===== config.mk =====
export PLATFORM = sky130hd
export DESIGN_NAME = dmac_top
export DESIGN_NICKNAME = d
export VERILOG_FILES = /design/src/design/dmac_pkg.sv /design/src/design/dmac_reg_frontend.sv /design/src/design/dmac_req_queue.sv /design/src/design/dmac_twod_midend.sv /design/src/design/dmac_copy_backend.sv /design/src/design/dmac_top.sv
export VERILOG_INCLUDE_DIRS = /design/src /design/src/design
export SDC_FILE = /design/constraint.sdc
export NUM_CORES = 1
export LEC_CHECK = 0
export ABC_AREA = 0
export BUFFER_PORTS_ARGS = -buffer_cell sky130_fd_sc_hd__buf_2
export CAP_MARGIN = 20
export CORE_ASPECT_RATIO = 1.75
export CORE_MARGIN = 1.5
export CORE_UTILIZATION = 62
export CTS_CLUSTER_SIZE = 28
export DETAILED_ROUTE_END_ITERATION = 6
export GPL_TIMING_DRIVEN = 0
export HOLD_SLACK_MARGIN = 0.06
export PLACE_DENSITY = 0.76
export SYNTH_ARGS = -nofsm -noshare
export SYNTH_HDL_FRONTEND = slang
export SYNTH_SLANG_ARGS = --single-unit

===== constraint.sdc =====
create_clock -name clk_i -period 5.8 [get_ports clk_i]
set_clock_uncertainty 0.2 [all_clocks]
set_input_delay 0.58 -clock clk_i [delete_from_list [all_inputs] [get_ports clk_i]]
set_output_delay 0.58 -clock clk_i [all_outputs]
set_load 0.005 [all_outputs]

===== src/design/dmac_defines.svh =====
/*
 * DMA controller configuration
 * Bus widths, 2D queue depth and register word offsets
 */

`ifndef DMAC_DEFINES_SVH
`define DMAC_DEFINES_SVH

// Widths
`define DMAC_ADDR_W      32
`define DMAC_DATA_W      32
`define DMAC_LEN_W       16
`define DMAC_REPS_W      16
`define DMAC_ID_W        16
`define DMAC_REG_ADDR_W  3

// Entries in the global 2D request queue
`define DMAC_QUEUE_DEPTH 4

// Register word offsets
`define DMAC_REG_SRC        3'd0
`define DMAC_REG_DST        3'd1
`define DMAC_REG_LEN        3'd2
`define DMAC_REG_SRC_STRIDE 3'd3
`define DMAC_REG_DST_STRIDE 3'd4
`define DMAC_REG_REPS       3'd5
`define DMAC_REG_NEXT_ID    3'd6
`define DMAC_REG_DONE_ID    3'd7

`endif


===== src/design/dmac_pkg.sv =====
/*
 * DMA controller types
 * Scalar widths, stage-to-stage request structs and FSM encodings
 */

`include "dmac_defines.svh"

package dmac_pkg;

  typedef logic [`DMAC_ADDR_W-1:0]     addr_t;
  typedef logic [`DMAC_DATA_W-1:0]     data_t;
  typedef logic [`DMAC_LEN_W-1:0]      len_t;
  typedef logic [`DMAC_REPS_W-1:0]     reps_t;
  typedef logic [`DMAC_ID_W-1:0]       id_t;
  typedef logic [`DMAC_REG_ADDR_W-1:0] reg_addr_t;

  // Register port request
  typedef struct packed {
    reg_addr_t addr;
    logic      we;
    data_t     wdata;
  } reg_req_t;

  // One 2D transfer, strides are in bytes
  typedef struct packed {
    addr_t src;
    addr_t dst;
    len_t  len;
    addr_t src_stride;
    addr_t dst_stride;
    reps_t reps;
  } nd_req_t;

  // One 1D burst, last marks the final row of its 2D transfer
  typedef struct packed {
    addr_t src;
    addr_t dst;
    len_t  len;
    logic  last;
  } burst_req_t;

  typedef struct packed {
    addr_t addr;
    logic  we;
    data_t wdata;
  } mem_req_t;

  typedef enum logic {MID_IDLE, MID_ISSUE} midend_state_e;

  typedef enum logic [1:0] {BE_IDLE, BE_READ, BE_WAIT_DATA, BE_WRITE} backend_state_e;

endpackage


===== src/design/dmac_reg_frontend.sv =====
/*
 * Register frontend
 * Holds the transfer descriptor and launches it on a NEXT_ID read
 */

`include "dmac_defines.svh"

module dmac_reg_frontend (
  input  logic                clk_i,
  input  logic                arst_n_i,
  input  dmac_pkg::reg_req_t  reg_req_i,
  input  logic                reg_valid_i,
  output logic                reg_ready_o,
  output dmac_pkg::data_t     reg_rdata_o,
  output logic                reg_rvalid_o,
  output dmac_pkg::nd_req_t   req_o,
  output logic                req_valid_o,
  input  logic                req_ready_i,
  input  logic                xfer_done_i
);

  dmac_pkg::addr_t src_q;
  dmac_pkg::addr_t dst_q;
  dmac_pkg::len_t  len_q;
  dmac_pkg::addr_t src_stride_q;
  dmac_pkg::addr_t dst_stride_q;
  dmac_pkg::reps_t reps_q;
  dmac_pkg::id_t   next_id_q;
  dmac_pkg::id_t   done_id_q;

  dmac_pkg::data_t rdata_d;
  logic            is_launch;
  logic            reg_accept;
  logic            reg_write;

  // ----------------------------------------
  // Handshake and launch
  // ----------------------------------------

  // A NEXT_ID read stalls until the queue can take the descriptor
  assign is_launch   = reg_valid_i & ~reg_req_i.we & (reg_req_i.addr == `DMAC_REG_NEXT_ID);
  assign reg_ready_o = ~is_launch | req_ready_i;
  assign reg_accept  = reg_valid_i & reg_ready_o;
  assign reg_write   = reg_accept & reg_req_i.we;

  assign req_valid_o      = is_launch;
  assign req_o.src        = src_q;
  assign req_o.dst        = dst_q;
  assign req_o.len        = len_q;
  assign req_o.src_stride = src_stride_q;
  assign req_o.dst_stride = dst_stride_q;
  assign req_o.reps       = reps_q;

  // ----------------------------------------
  // Read mux
  // ----------------------------------------

  always_comb begin
    case (reg_req_i.addr)
      `DMAC_REG_SRC:        rdata_d = src_q;
      `DMAC_REG_DST:        rdata_d = dst_q;
      `DMAC_REG_LEN:        rdata_d = dmac_pkg::data_t'(len_q);
      `DMAC_REG_SRC_STRIDE: rdata_d = src_stride_q;
      `DMAC_REG_DST_STRIDE: rdata_d = dst_stride_q;
      `DMAC_REG_REPS:       rdata_d = dmac_pkg::data_t'(reps_q);
      // ID of the transfer being launched
      `DMAC_REG_NEXT_ID:    rdata_d = dmac_pkg::data_t'(next_id_q + dmac_pkg::id_t'(1));
      default:              rdata_d = dmac_pkg::data_t'(done_id_q);
    endcase
  end

  always_ff @(posedge clk_i or negedge arst_n_i) begin
    if (!arst_n_i) begin
      src_q        <= '0;
      dst_q        <= '0;
      len_q        <= '0;
      src_stride_q <= '0;
      dst_stride_q <= '0;
      reps_q       <= '0;
    end else if (reg_write) begin
      case (reg_req_i.addr)
        `DMAC_REG_SRC:        src_q        <= reg_req_i.wdata;
        `DMAC_REG_DST:        dst_q        <= reg_req_i.wdata;
        `DMAC_REG_LEN:        len_q        <= reg_req_i.wdata[`DMAC_LEN_W-1:0];
        `DMAC_REG_SRC_STRIDE: src_stride_q <= reg_req_i.wdata;
        `DMAC_REG_DST_STRIDE: dst_stride_q <= reg_req_i.wdata;
        `DMAC_REG_REPS:       reps_q       <= reg_req_i.wdata[`DMAC_REPS_W-1:0];
        default:              ;
      endcase
    end
  end

  // ID counters and response strobe
  always_ff @(posedge clk_i or negedge arst_n_i) begin
    if (!arst_n_i) begin
      next_id_q    <= '0;
      done_id_q    <= '0;
      reg_rvalid_o <= 1'b0;
    end else begin
      reg_rvalid_o <= reg_accept;
      if (is_launch && req_ready_i) begin
        next_id_q <= next_id_q + dmac_pkg::id_t'(1);
      end
      if (xfer_done_i) begin
        done_id_q <= done_id_q + dmac_pkg::id_t'(1);
      end
    end
  end

  always_ff @(posedge clk_i) begin
    if (reg_accept) begin
      reg_rdata_o <= rdata_d;
    end
  end

endmodule


===== src/design/dmac_req_queue.sv =====
/*
 * Global 2D request FIFO between register frontend and midend
 */

module dmac_req_queue #(
  parameter int unsigned DEPTH = 4
) (
  input  logic               clk_i,
  input  logic               arst_n_i,
  input  dmac_pkg::nd_req_t  req_i,
  input  logic               valid_i,
  output logic               ready_o,
  output dmac_pkg::nd_req_t  req_o,
  output logic               valid_o,
  input  logic               ready_i
);

  localparam int unsigned PtrW = (DEPTH > 1) ? $clog2(DEPTH) : 1;
  localparam int unsigned CntW = $clog2(DEPTH) + 1;

  dmac_pkg::nd_req_t mem_q [DEPTH];
  logic [PtrW-1:0]   wptr_q;
  logic [PtrW-1:0]   rptr_q;
  logic [CntW-1:0]   count_q;
  logic              push;
  logic              pop;

  assign ready_o = (count_q != CntW'(DEPTH));
  assign valid_o = (count_q != '0);
  assign req_o   = mem_q[rptr_q];
  assign push    = valid_i & ready_o;
  assign pop     = valid_o & ready_i;

  always_ff @(posedge clk_i or negedge arst_n_i) begin
    if (!arst_n_i) begin
      wptr_q  <= '0;
      rptr_q  <= '0;
      count_q <= '0;
    end else begin
      if (push) begin
        wptr_q <= (wptr_q == PtrW'(DEPTH - 1)) ? '0 : wptr_q + 1'b1;
      end
      if (pop) begin
        rptr_q <= (rptr_q == PtrW'(DEPTH - 1)) ? '0 : rptr_q + 1'b1;
      end
      case ({push, pop})
        2'b10:   count_q <= count_q + 1'b1;
        2'b01:   count_q <= count_q - 1'b1;
        default: ;
      endcase
    end
  end

  // Storage
  always_ff @(posedge clk_i) begin
    if (push) begin
      mem_q[wptr_q] <= req_i;
    end
  end

endmodule


===== src/design/dmac_twod_midend.sv =====
/*
 * 2D midend
 * Splits each 2D request into one 1D burst per repetition
 */

module dmac_twod_midend (
  input  logic                 clk_i,
  input  logic                 arst_n_i,
  input  dmac_pkg::nd_req_t    nd_req_i,
  input  logic                 nd_valid_i,
  output logic                 nd_ready_o,
  output dmac_pkg::burst_req_t burst_o,
  output logic                 burst_valid_o,
  input  logic                 burst_ready_i,
  input  logic                 burst_done_i,
  input  logic                 burst_last_i,
  output logic                 xfer_done_o,
  output logic                 busy_o
);

  dmac_pkg::midend_state_e state_q;
  dmac_pkg::reps_t         reps_left_q;
  dmac_pkg::addr_t         src_q;
  dmac_pkg::addr_t         dst_q;
  dmac_pkg::addr_t         src_stride_q;
  dmac_pkg::addr_t         dst_stride_q;
  dmac_pkg::len_t          len_q;
  // 2D transfers whose last burst went to the backend
  logic [2:0]              outstanding_q;

  logic nd_accept;
  logic burst_accept;
  logic is_last;

  assign nd_ready_o    = (state_q == dmac_pkg::MID_IDLE);
  assign nd_accept     = nd_valid_i & nd_ready_o;
  assign burst_valid_o = (state_q == dmac_pkg::MID_ISSUE);
  assign burst_accept  = burst_valid_o & burst_ready_i;
  assign is_last       = (reps_left_q <= dmac_pkg::reps_t'(1));

  assign burst_o.src  = src_q;
  assign burst_o.dst  = dst_q;
  assign burst_o.len  = len_q;
  assign burst_o.last = is_last;

  assign xfer_done_o = burst_done_i & burst_last_i;
  assign busy_o      = (state_q == dmac_pkg::MID_ISSUE) | (outstanding_q != '0);

  // ----------------------------------------
  // Rep walker
  // ----------------------------------------

  always_ff @(posedge clk_i or negedge arst_n_i) begin
    if (!arst_n_i) begin
      state_q     <= dmac_pkg::MID_IDLE;
      reps_left_q <= '0;
    end else begin
      case (state_q)
        dmac_pkg::MID_IDLE: begin
          if (nd_accept) begin
            state_q     <= dmac_pkg::MID_ISSUE;
            // Zero reps behaves like a single row
            reps_left_q <= (nd_req_i.reps == '0) ? dmac_pkg::reps_t'(1) : nd_req_i.reps;
          end
        end
        dmac_pkg::MID_ISSUE: begin
          if (burst_accept) begin
            if (is_last) begin
              state_q <= dmac_pkg::MID_IDLE;
            end else begin
              reps_left_q <= reps_left_q - dmac_pkg::reps_t'(1);
            end
          end
        end
        default: state_q <= dmac_pkg::MID_IDLE;
      endcase
    end
  end

  // Running row addresses
  always_ff @(posedge clk_i) begin
    if (nd_accept) begin
      src_q        <= nd_req_i.src;
      dst_q        <= nd_req_i.dst;
      len_q        <= nd_req_i.len;
      src_stride_q <= nd_req_i.src_stride;
      dst_stride_q <= nd_req_i.dst_stride;
    end else if (burst_accept) begin
      src_q <= src_q + src_stride_q;
      dst_q <= dst_q + dst_stride_q;
    end
  end

  always_ff @(posedge clk_i or negedge arst_n_i) begin
    if (!arst_n_i) begin
      outstanding_q <= '0;
    end else begin
      case ({burst_accept & is_last, xfer_done_o})
        2'b10:   outstanding_q <= outstanding_q + 1'b1;
        2'b01:   outstanding_q <= outstanding_q - 1'b1;
        default: ;
      endcase
    end
  end

endmodule


===== src/design/dmac_copy_backend.sv =====
/*
 * Copy backend
 * Moves a 1D burst word by word, read then write, over one memory port
 */

`include "dmac_defines.svh"

module dmac_copy_backend (
  input  logic                 clk_i,
  input  logic                 arst_n_i,
  input  dmac_pkg::burst_req_t burst_i,
  input  logic                 burst_valid_i,
  output logic                 burst_ready_o,
  output logic                 burst_done_o,
  output logic                 burst_last_o,
  output dmac_pkg::mem_req_t   mem_req_o,
  output logic                 mem_valid_o,
  input  logic                 mem_ready_i,
  input  dmac_pkg::data_t      mem_rdata_i,
  input  logic                 mem_rvalid_i
);

  localparam dmac_pkg::addr_t WordBytes = dmac_pkg::addr_t'(`DMAC_DATA_W / 8);

  dmac_pkg::backend_state_e state_q;
  dmac_pkg::len_t           words_left_q;
  dmac_pkg::addr_t          src_addr_q;
  dmac_pkg::addr_t          dst_addr_q;
  dmac_pkg::data_t          data_q;
  logic                     last_q;
  logic                     done_q;

  logic burst_accept;
  logic rd_data;
  logic wr_accept;

  assign burst_ready_o = (state_q == dmac_pkg::BE_IDLE);
  assign burst_accept  = burst_valid_i & burst_ready_o;
  assign rd_data       = (state_q == dmac_pkg::BE_WAIT_DATA) & mem_rvalid_i;
  assign wr_accept     = (state_q == dmac_pkg::BE_WRITE) & mem_ready_i;

  assign burst_done_o = done_q;
  assign burst_last_o = last_q;

  // ----------------------------------------
  // Memory port
  // ----------------------------------------

  // Driven from registers only, so it holds while stalled
  assign mem_valid_o     = (state_q == dmac_pkg::BE_READ) | (state_q == dmac_pkg::BE_WRITE);
  assign mem_req_o.we    = (state_q == dmac_pkg::BE_WRITE);
  assign mem_req_o.addr  = mem_req_o.we ? dst_addr_q : src_addr_q;
  assign mem_req_o.wdata = data_q;

  // ----------------------------------------
  // Word loop
  // ----------------------------------------

  always_ff @(posedge clk_i or negedge arst_n_i) begin
    if (!arst_n_i) begin
      state_q      <= dmac_pkg::BE_IDLE;
      words_left_q <= '0;
      last_q       <= 1'b0;
      done_q       <= 1'b0;
    end else begin
      done_q <= 1'b0;
      case (state_q)
        dmac_pkg::BE_IDLE: begin
          if (burst_accept) begin
            last_q       <= burst_i.last;
            words_left_q <= burst_i.len;
            // Empty burst, report right away
            if (burst_i.len == '0) begin
              done_q <= 1'b1;
            end else begin
              state_q <= dmac_pkg::BE_READ;
            end
          end
        end
        dmac_pkg::BE_READ: begin
          if (mem_ready_i) begin
            state_q <= dmac_pkg::BE_WAIT_DATA;
          end
        end
        dmac_pkg::BE_WAIT_DATA: begin
          if (mem_rvalid_i) begin
            state_q <= dmac_pkg::BE_WRITE;
          end
        end
        dmac_pkg::BE_WRITE: begin
          if (mem_ready_i) begin
            words_left_q <= words_left_q - dmac_pkg::len_t'(1);
            if (words_left_q == dmac_pkg::len_t'(1)) begin
              state_q <= dmac_pkg::BE_IDLE;
              done_q  <= 1'b1;
            end else begin
              state_q <= dmac_pkg::BE_READ;
            end
          end
        end
        default: state_q <= dmac_pkg::BE_IDLE;
      endcase
    end
  end

  // Addresses and the word in flight
  always_ff @(posedge clk_i) begin
    if (burst_accept) begin
      src_addr_q <= burst_i.src;
      dst_addr_q <= burst_i.dst;
    end else if (wr_accept) begin
      src_addr_q <= src_addr_q + WordBytes;
      dst_addr_q <= dst_addr_q + WordBytes;
    end
    if (rd_data) begin
      data_q <= mem_rdata_i;
    end
  end

endmodule


===== src/design/dmac_top.sv =====
/*
 * 2D DMA controller top
 * Frontend, request queue, 2D midend and copy backend in a chain
 */

`include "dmac_defines.svh"

module dmac_top (
  input  logic               clk_i,
  input  logic               arst_n_i,
  input  dmac_pkg::reg_req_t reg_req_i,
  input  logic               reg_valid_i,
  output logic               reg_ready_o,
  output dmac_pkg::data_t    reg_rdata_o,
  output logic               reg_rvalid_o,
  output dmac_pkg::mem_req_t mem_req_o,
  output logic               mem_valid_o,
  input  logic               mem_ready_i,
  input  dmac_pkg::data_t    mem_rdata_i,
  input  logic               mem_rvalid_i,
  output logic               done_o,
  output logic               busy_o
);

  dmac_pkg::nd_req_t    fe_req;
  dmac_pkg::nd_req_t    queue_req;
  dmac_pkg::burst_req_t burst_req;
  logic                 fe_valid;
  logic                 fe_ready;
  logic                 queue_valid;
  logic                 queue_ready;
  logic                 be_valid;
  logic                 be_ready;
  logic                 burst_done;
  logic                 burst_last;

  // ----------------------------------------
  // Frontend and 2D queue
  // ----------------------------------------

  dmac_reg_frontend u_frontend (
    .clk_i        (clk_i),
    .arst_n_i     (arst_n_i),
    .reg_req_i    (reg_req_i),
    .reg_valid_i  (reg_valid_i),
    .reg_ready_o  (reg_ready_o),
    .reg_rdata_o  (reg_rdata_o),
    .reg_rvalid_o (reg_rvalid_o),
    .req_o        (fe_req),
    .req_valid_o  (fe_valid),
    .req_ready_i  (fe_ready),
    .xfer_done_i  (done_o)
  );

  dmac_req_queue #(
    .DEPTH (`DMAC_QUEUE_DEPTH)
  ) u_queue (
    .clk_i    (clk_i),
    .arst_n_i (arst_n_i),
    .req_i    (fe_req),
    .valid_i  (fe_valid),
    .ready_o  (fe_ready),
    .req_o    (queue_req),
    .valid_o  (queue_valid),
    .ready_i  (queue_ready)
  );

  // ----------------------------------------
  // Midend and backend
  // ----------------------------------------

  dmac_twod_midend u_midend (
    .clk_i         (clk_i),
    .arst_n_i      (arst_n_i),
    .nd_req_i      (queue_req),
    .nd_valid_i    (queue_valid),
    .nd_ready_o    (queue_ready),
    .burst_o       (burst_req),
    .burst_valid_o (be_valid),
    .burst_ready_i (be_ready),
    .burst_done_i  (burst_done),
    .burst_last_i  (burst_last),
    .xfer_done_o   (done_o),
    .busy_o        (busy_o)
  );

  dmac_copy_backend u_backend (
    .clk_i         (clk_i),
    .arst_n_i      (arst_n_i),
    .burst_i       (burst_req),
    .burst_valid_i (be_valid),
    .burst_ready_o (be_ready),
    .burst_done_o  (burst_done),
    .burst_last_o  (burst_last),
    .mem_req_o     (mem_req_o),
    .mem_valid_o   (mem_valid_o),
    .mem_ready_i   (mem_ready_i),
    .mem_rdata_i   (mem_rdata_i),
    .mem_rvalid_i  (mem_rvalid_i)
  );

endmodule


==> metrics.md <==
| Metric | Value |
|---|---|
| Cell leakage power | approximately 0.020 uW |
| Routed length per instance | roughly 31 um |
| CTS clock-pin slew for the worst setup and hold paths | roughly 0.07 ns |
| Seq/Total Area, Yosys | about two thirds |
| Setup ws final | around 0.79 ns |
| Synth-to-layout area growth | 13.8% |
| Fraction of registers with async set or reset after synthesis | about a fifth |
| Placed instance area | slightly above 50000 um^2 |
| Worst Hold Class | input pin to register |
| Max-cap violations | 0 |
| Synth warn | 0 |
| Max-slew violations | 0 |
| Pre-Repair DR Iteration Count | 7 |
| Failing checks | DRC |
| Commonest non-fill, non-tap cells in the layout | 912 x edfxtp_1, 252 x nand2_1, 240 x dfrtp_1, 205 x buf_2, 194 x mux2_2 |
| Top_reg_cell synth | edfxtp_1 |
| Largest net degree at the start of global routing | ~100 |
| Synth Instances | around 3100 |
| Port buffer count | ~170 |
| Status | finished with violations |
| Initial DRC Count | 2680 |
| NumNets Final | between 3000 and 4000 |
| Final setup vio count | 0 |
| Syn Nets | ~3300 |
| Library cells used by synthesis | 73 |
| Via Count | ~30000 |
| Total global routing overflow | 0 |
| Vias in the first global route | ~31000 |
| Routability-driven placement congestion ratio | 0.963 |
| Worst setup path category | register to register |
| Worst-margin pin slew | about 1.2 ns |
| Clk buf depth | 3 |
| Unrepaired setup endpoints after global routing | no |
| Detail Placement HPWL | 100000 um |
| Final Hold Vio Count | 0 |
| Worst VDD drop | between 0.4 and 0.5 mV |
| Clock Tree Root | clkbuf_16 |
| Final instance area | between 50000 and 60000 um^2 |
| Worst skew pair latency | roughly 0.7 ns |
| Place WS | about 0.9 ns |
| R2R Setup Slk | 0.79 ns |
| Crit path DAT | between 5 and 6 ns |
| CTS H-Tree Depth | 3 |
| CTS tree | built |
| Tcrit/Tclk final | 86.4% |
| Die H | about 370 um |
| Worst Path Max Fanout | between 40 and 50 |
| Worst Setup End Kind | register |
| Mapped Avg Cell Area | between 15 and 20 um^2 |
| ANT nets after route | 0 |
| Crit path time final | 5.01 ns |
| Initial Utilization | 62.8% |
| Setup bufs post-CTS | 0 |
| Startpoint types | register |
| Post-synth EDFFs | approximately 910 |
| Peak Freq | about 0.20 GHz |
| Number of CTS-inserted buffers | 98 |
| Seq cells post-synth | ~1200 |
| Hold WS | ~0.10 ns |
| Layout cells sized above 1 | between 20% and 30% |
| Required time worst endpoint | roughly 6.0 ns |
| Die area | 80500 um^2 |
| I/O pin cnt | around 180 |
| Total Wirelength | between 100000 and 150000 um |
| Core Rows | 135 |
| N_diodes | 0 |
| Filler cell count | 5000 |
| Commonest non-fill, non-tap cell in the layout | edfxtp_1 |
| First-pass GRT wire length | ~200000 um |
| Rel. slew slack | approximately a fifth |
| Vias per inst | around 6.5 |
| Die W | roughly 220 um |
| Power per cell area | between 500 and 600 nW/um^2 |
| Post-route DRC | 1 |
| Core area | about 78000 um^2 |
| Initial antenna violation count | 2 |
| GR Util All Layers | 35.7% |
| Sink Count | between 1000 and 1500 |
| Synthesized area | around 49000 um^2 |
-- area by class of cell --
cell class              instances  area [um^2]  share of cell area (%)
clock inverters                50          649                    1.17
well taps                    1027         1280                    2.31
clock buffers                 134         2710                    4.88
flip-flops and latches       1152        33400                    60.1
plain buffers                 140          578                    1.04
repair buffers                258         2070                    3.72
inverters                      45          169                   0.304
multi-input cells            1768        14700                    26.5
-- final timing paths --
path	cells past startpoint	to	from
setup / recovery	8	u_midend.dst_q[23]	u_queue.count_q[1]
max in group asynchronous	3	u_frontend.dst_q[26]	arst_n_i
setup reg to reg	8	u_midend.dst_q[23]	u_queue.count_q[1]
hold / removal	2	u_frontend.src_stride_q[4]	reg_req_i[4]
hold reg to reg	1	u_frontend.done_id_q[15]	u_frontend.done_id_q[15]
min in group asynchronous	2	u_midend.reps_left_q[5]	arst_n_i
-- cells by family after synthesis --
kind of cell / count (synthesis) / synth area share [%]
flops: 1152 / 68.4
compound gates: 493 / 6.26
simple gates: 652 / 6.23
xor+xnor: 159 / 2.85
fa+ha+maj: 85 / 2.24
buf+inv: 185 / 1.52
mux: 379 / 12.5
-- critical path, cell delays in order, from the launching register on --
cell and delay [ns]:
dfrtp_1 0.43, nor3_1 0.36, buf_4 0.25, or2_2 0.22, clkbuf_1 0.67, clkbuf_1 0.84
clkbuf_1 0.88, nand2_4 0.44, buf_16 0.35
-- Yosys cell counts, drive strengths merged, types with 5 or more instances --
cell type / n / share of area (%)
o21a: 17 / 0.26
clkbuf: 87 / 0.67
nor2: 143 / 1.1
o21bai: 8 / 0.12
mux2: 198 / 4.6
a221o: 10 / 0.21
nor4: 17 / 0.23
xor2: 80 / 1.4
o221ai: 5 / 0.090
nand3: 57 / 0.58
mux4: 163 / 7.5
o41ai: 5 / 0.11
nand2: 255 / 2.0
nor3: 37 / 0.41
nor3b: 5 / 0.097
nor2b: 17 / 0.22
mux2i: 18 / 0.37
and2: 16 / 0.21
a211oi: 13 / 0.20
inv: 45 / 0.35
a22oi: 37 / 0.57
ha: 81 / 2.1
nand2b: 10 / 0.13
and3: 29 / 0.37
dfrtp: 240 / 12
o21ai: 151 / 1.5
xnor2: 79 / 1.4
a21oi: 127 / 1.3
a31oi: 16 / 0.21
nand4: 31 / 0.40
a221oi: 6 / 0.11
edfxtp: 912 / 56
o31ai: 12 / 0.18
a21o: 24 / 0.37
and4: 8 / 0.14
buf: 53 / 0.51
or3: 14 / 0.18
o22ai: 21 / 0.27
o211ai: 12 / 0.18
-- per-stage QoR --
step,utilization (%),std cells,setup TNS [ns],total power [uW]
2_1_floorplan,-,3105,0,17500
3_3_place_gp,65.6,4305,-588.10,20700
3_5_place_dp,66.4,4330,0,21000
4_1_cts,71.5,4573,0,27900
5_1_grt,71.5,4574,0,29100
6_report,71.5,4574,0,28000
-- routing by layer --
metal  up-vias  global-route usage [%]  part of all wire, %
li1      12700                       -                    -
met1     15200                    39.8                   34
met2      1367                    61.7                   51
met3       387                    4.50                  5.1
met4         2                    28.7                  9.7
met5         -                       0               0.0057
-- flip-flops by register name (all words and copies together), names as in the netlist, 32 cells and up --
signal                   flops
u_midend.dst_q              32
u_backend.data_q            32
u_midend.dst_stride_q       32
u_frontend.src_q            32
u_frontend.src_stride_q     32
u_frontend.dst_q            32
u_frontend.reg_rdata_o      32
u_backend.dst_addr_q        32
u_backend.src_addr_q        32
u_midend.src_stride_q       32
u_midend.src_q              32
u_queue.mem_q              640
u_frontend.dst_stride_q     32
-- power by group --
group	internal, uW	switching [uW]
registers	11000	1550
logic	3500	5060
clock network	3890	3030
-- timing repair --
action                                 4_1_cts  5_1_grt
endpoints found under the hold margin      252        0
hold buffers                                59        0
gates resized for setup                      0        0
No activity file was read; power rests on OpenSTA's default activity.
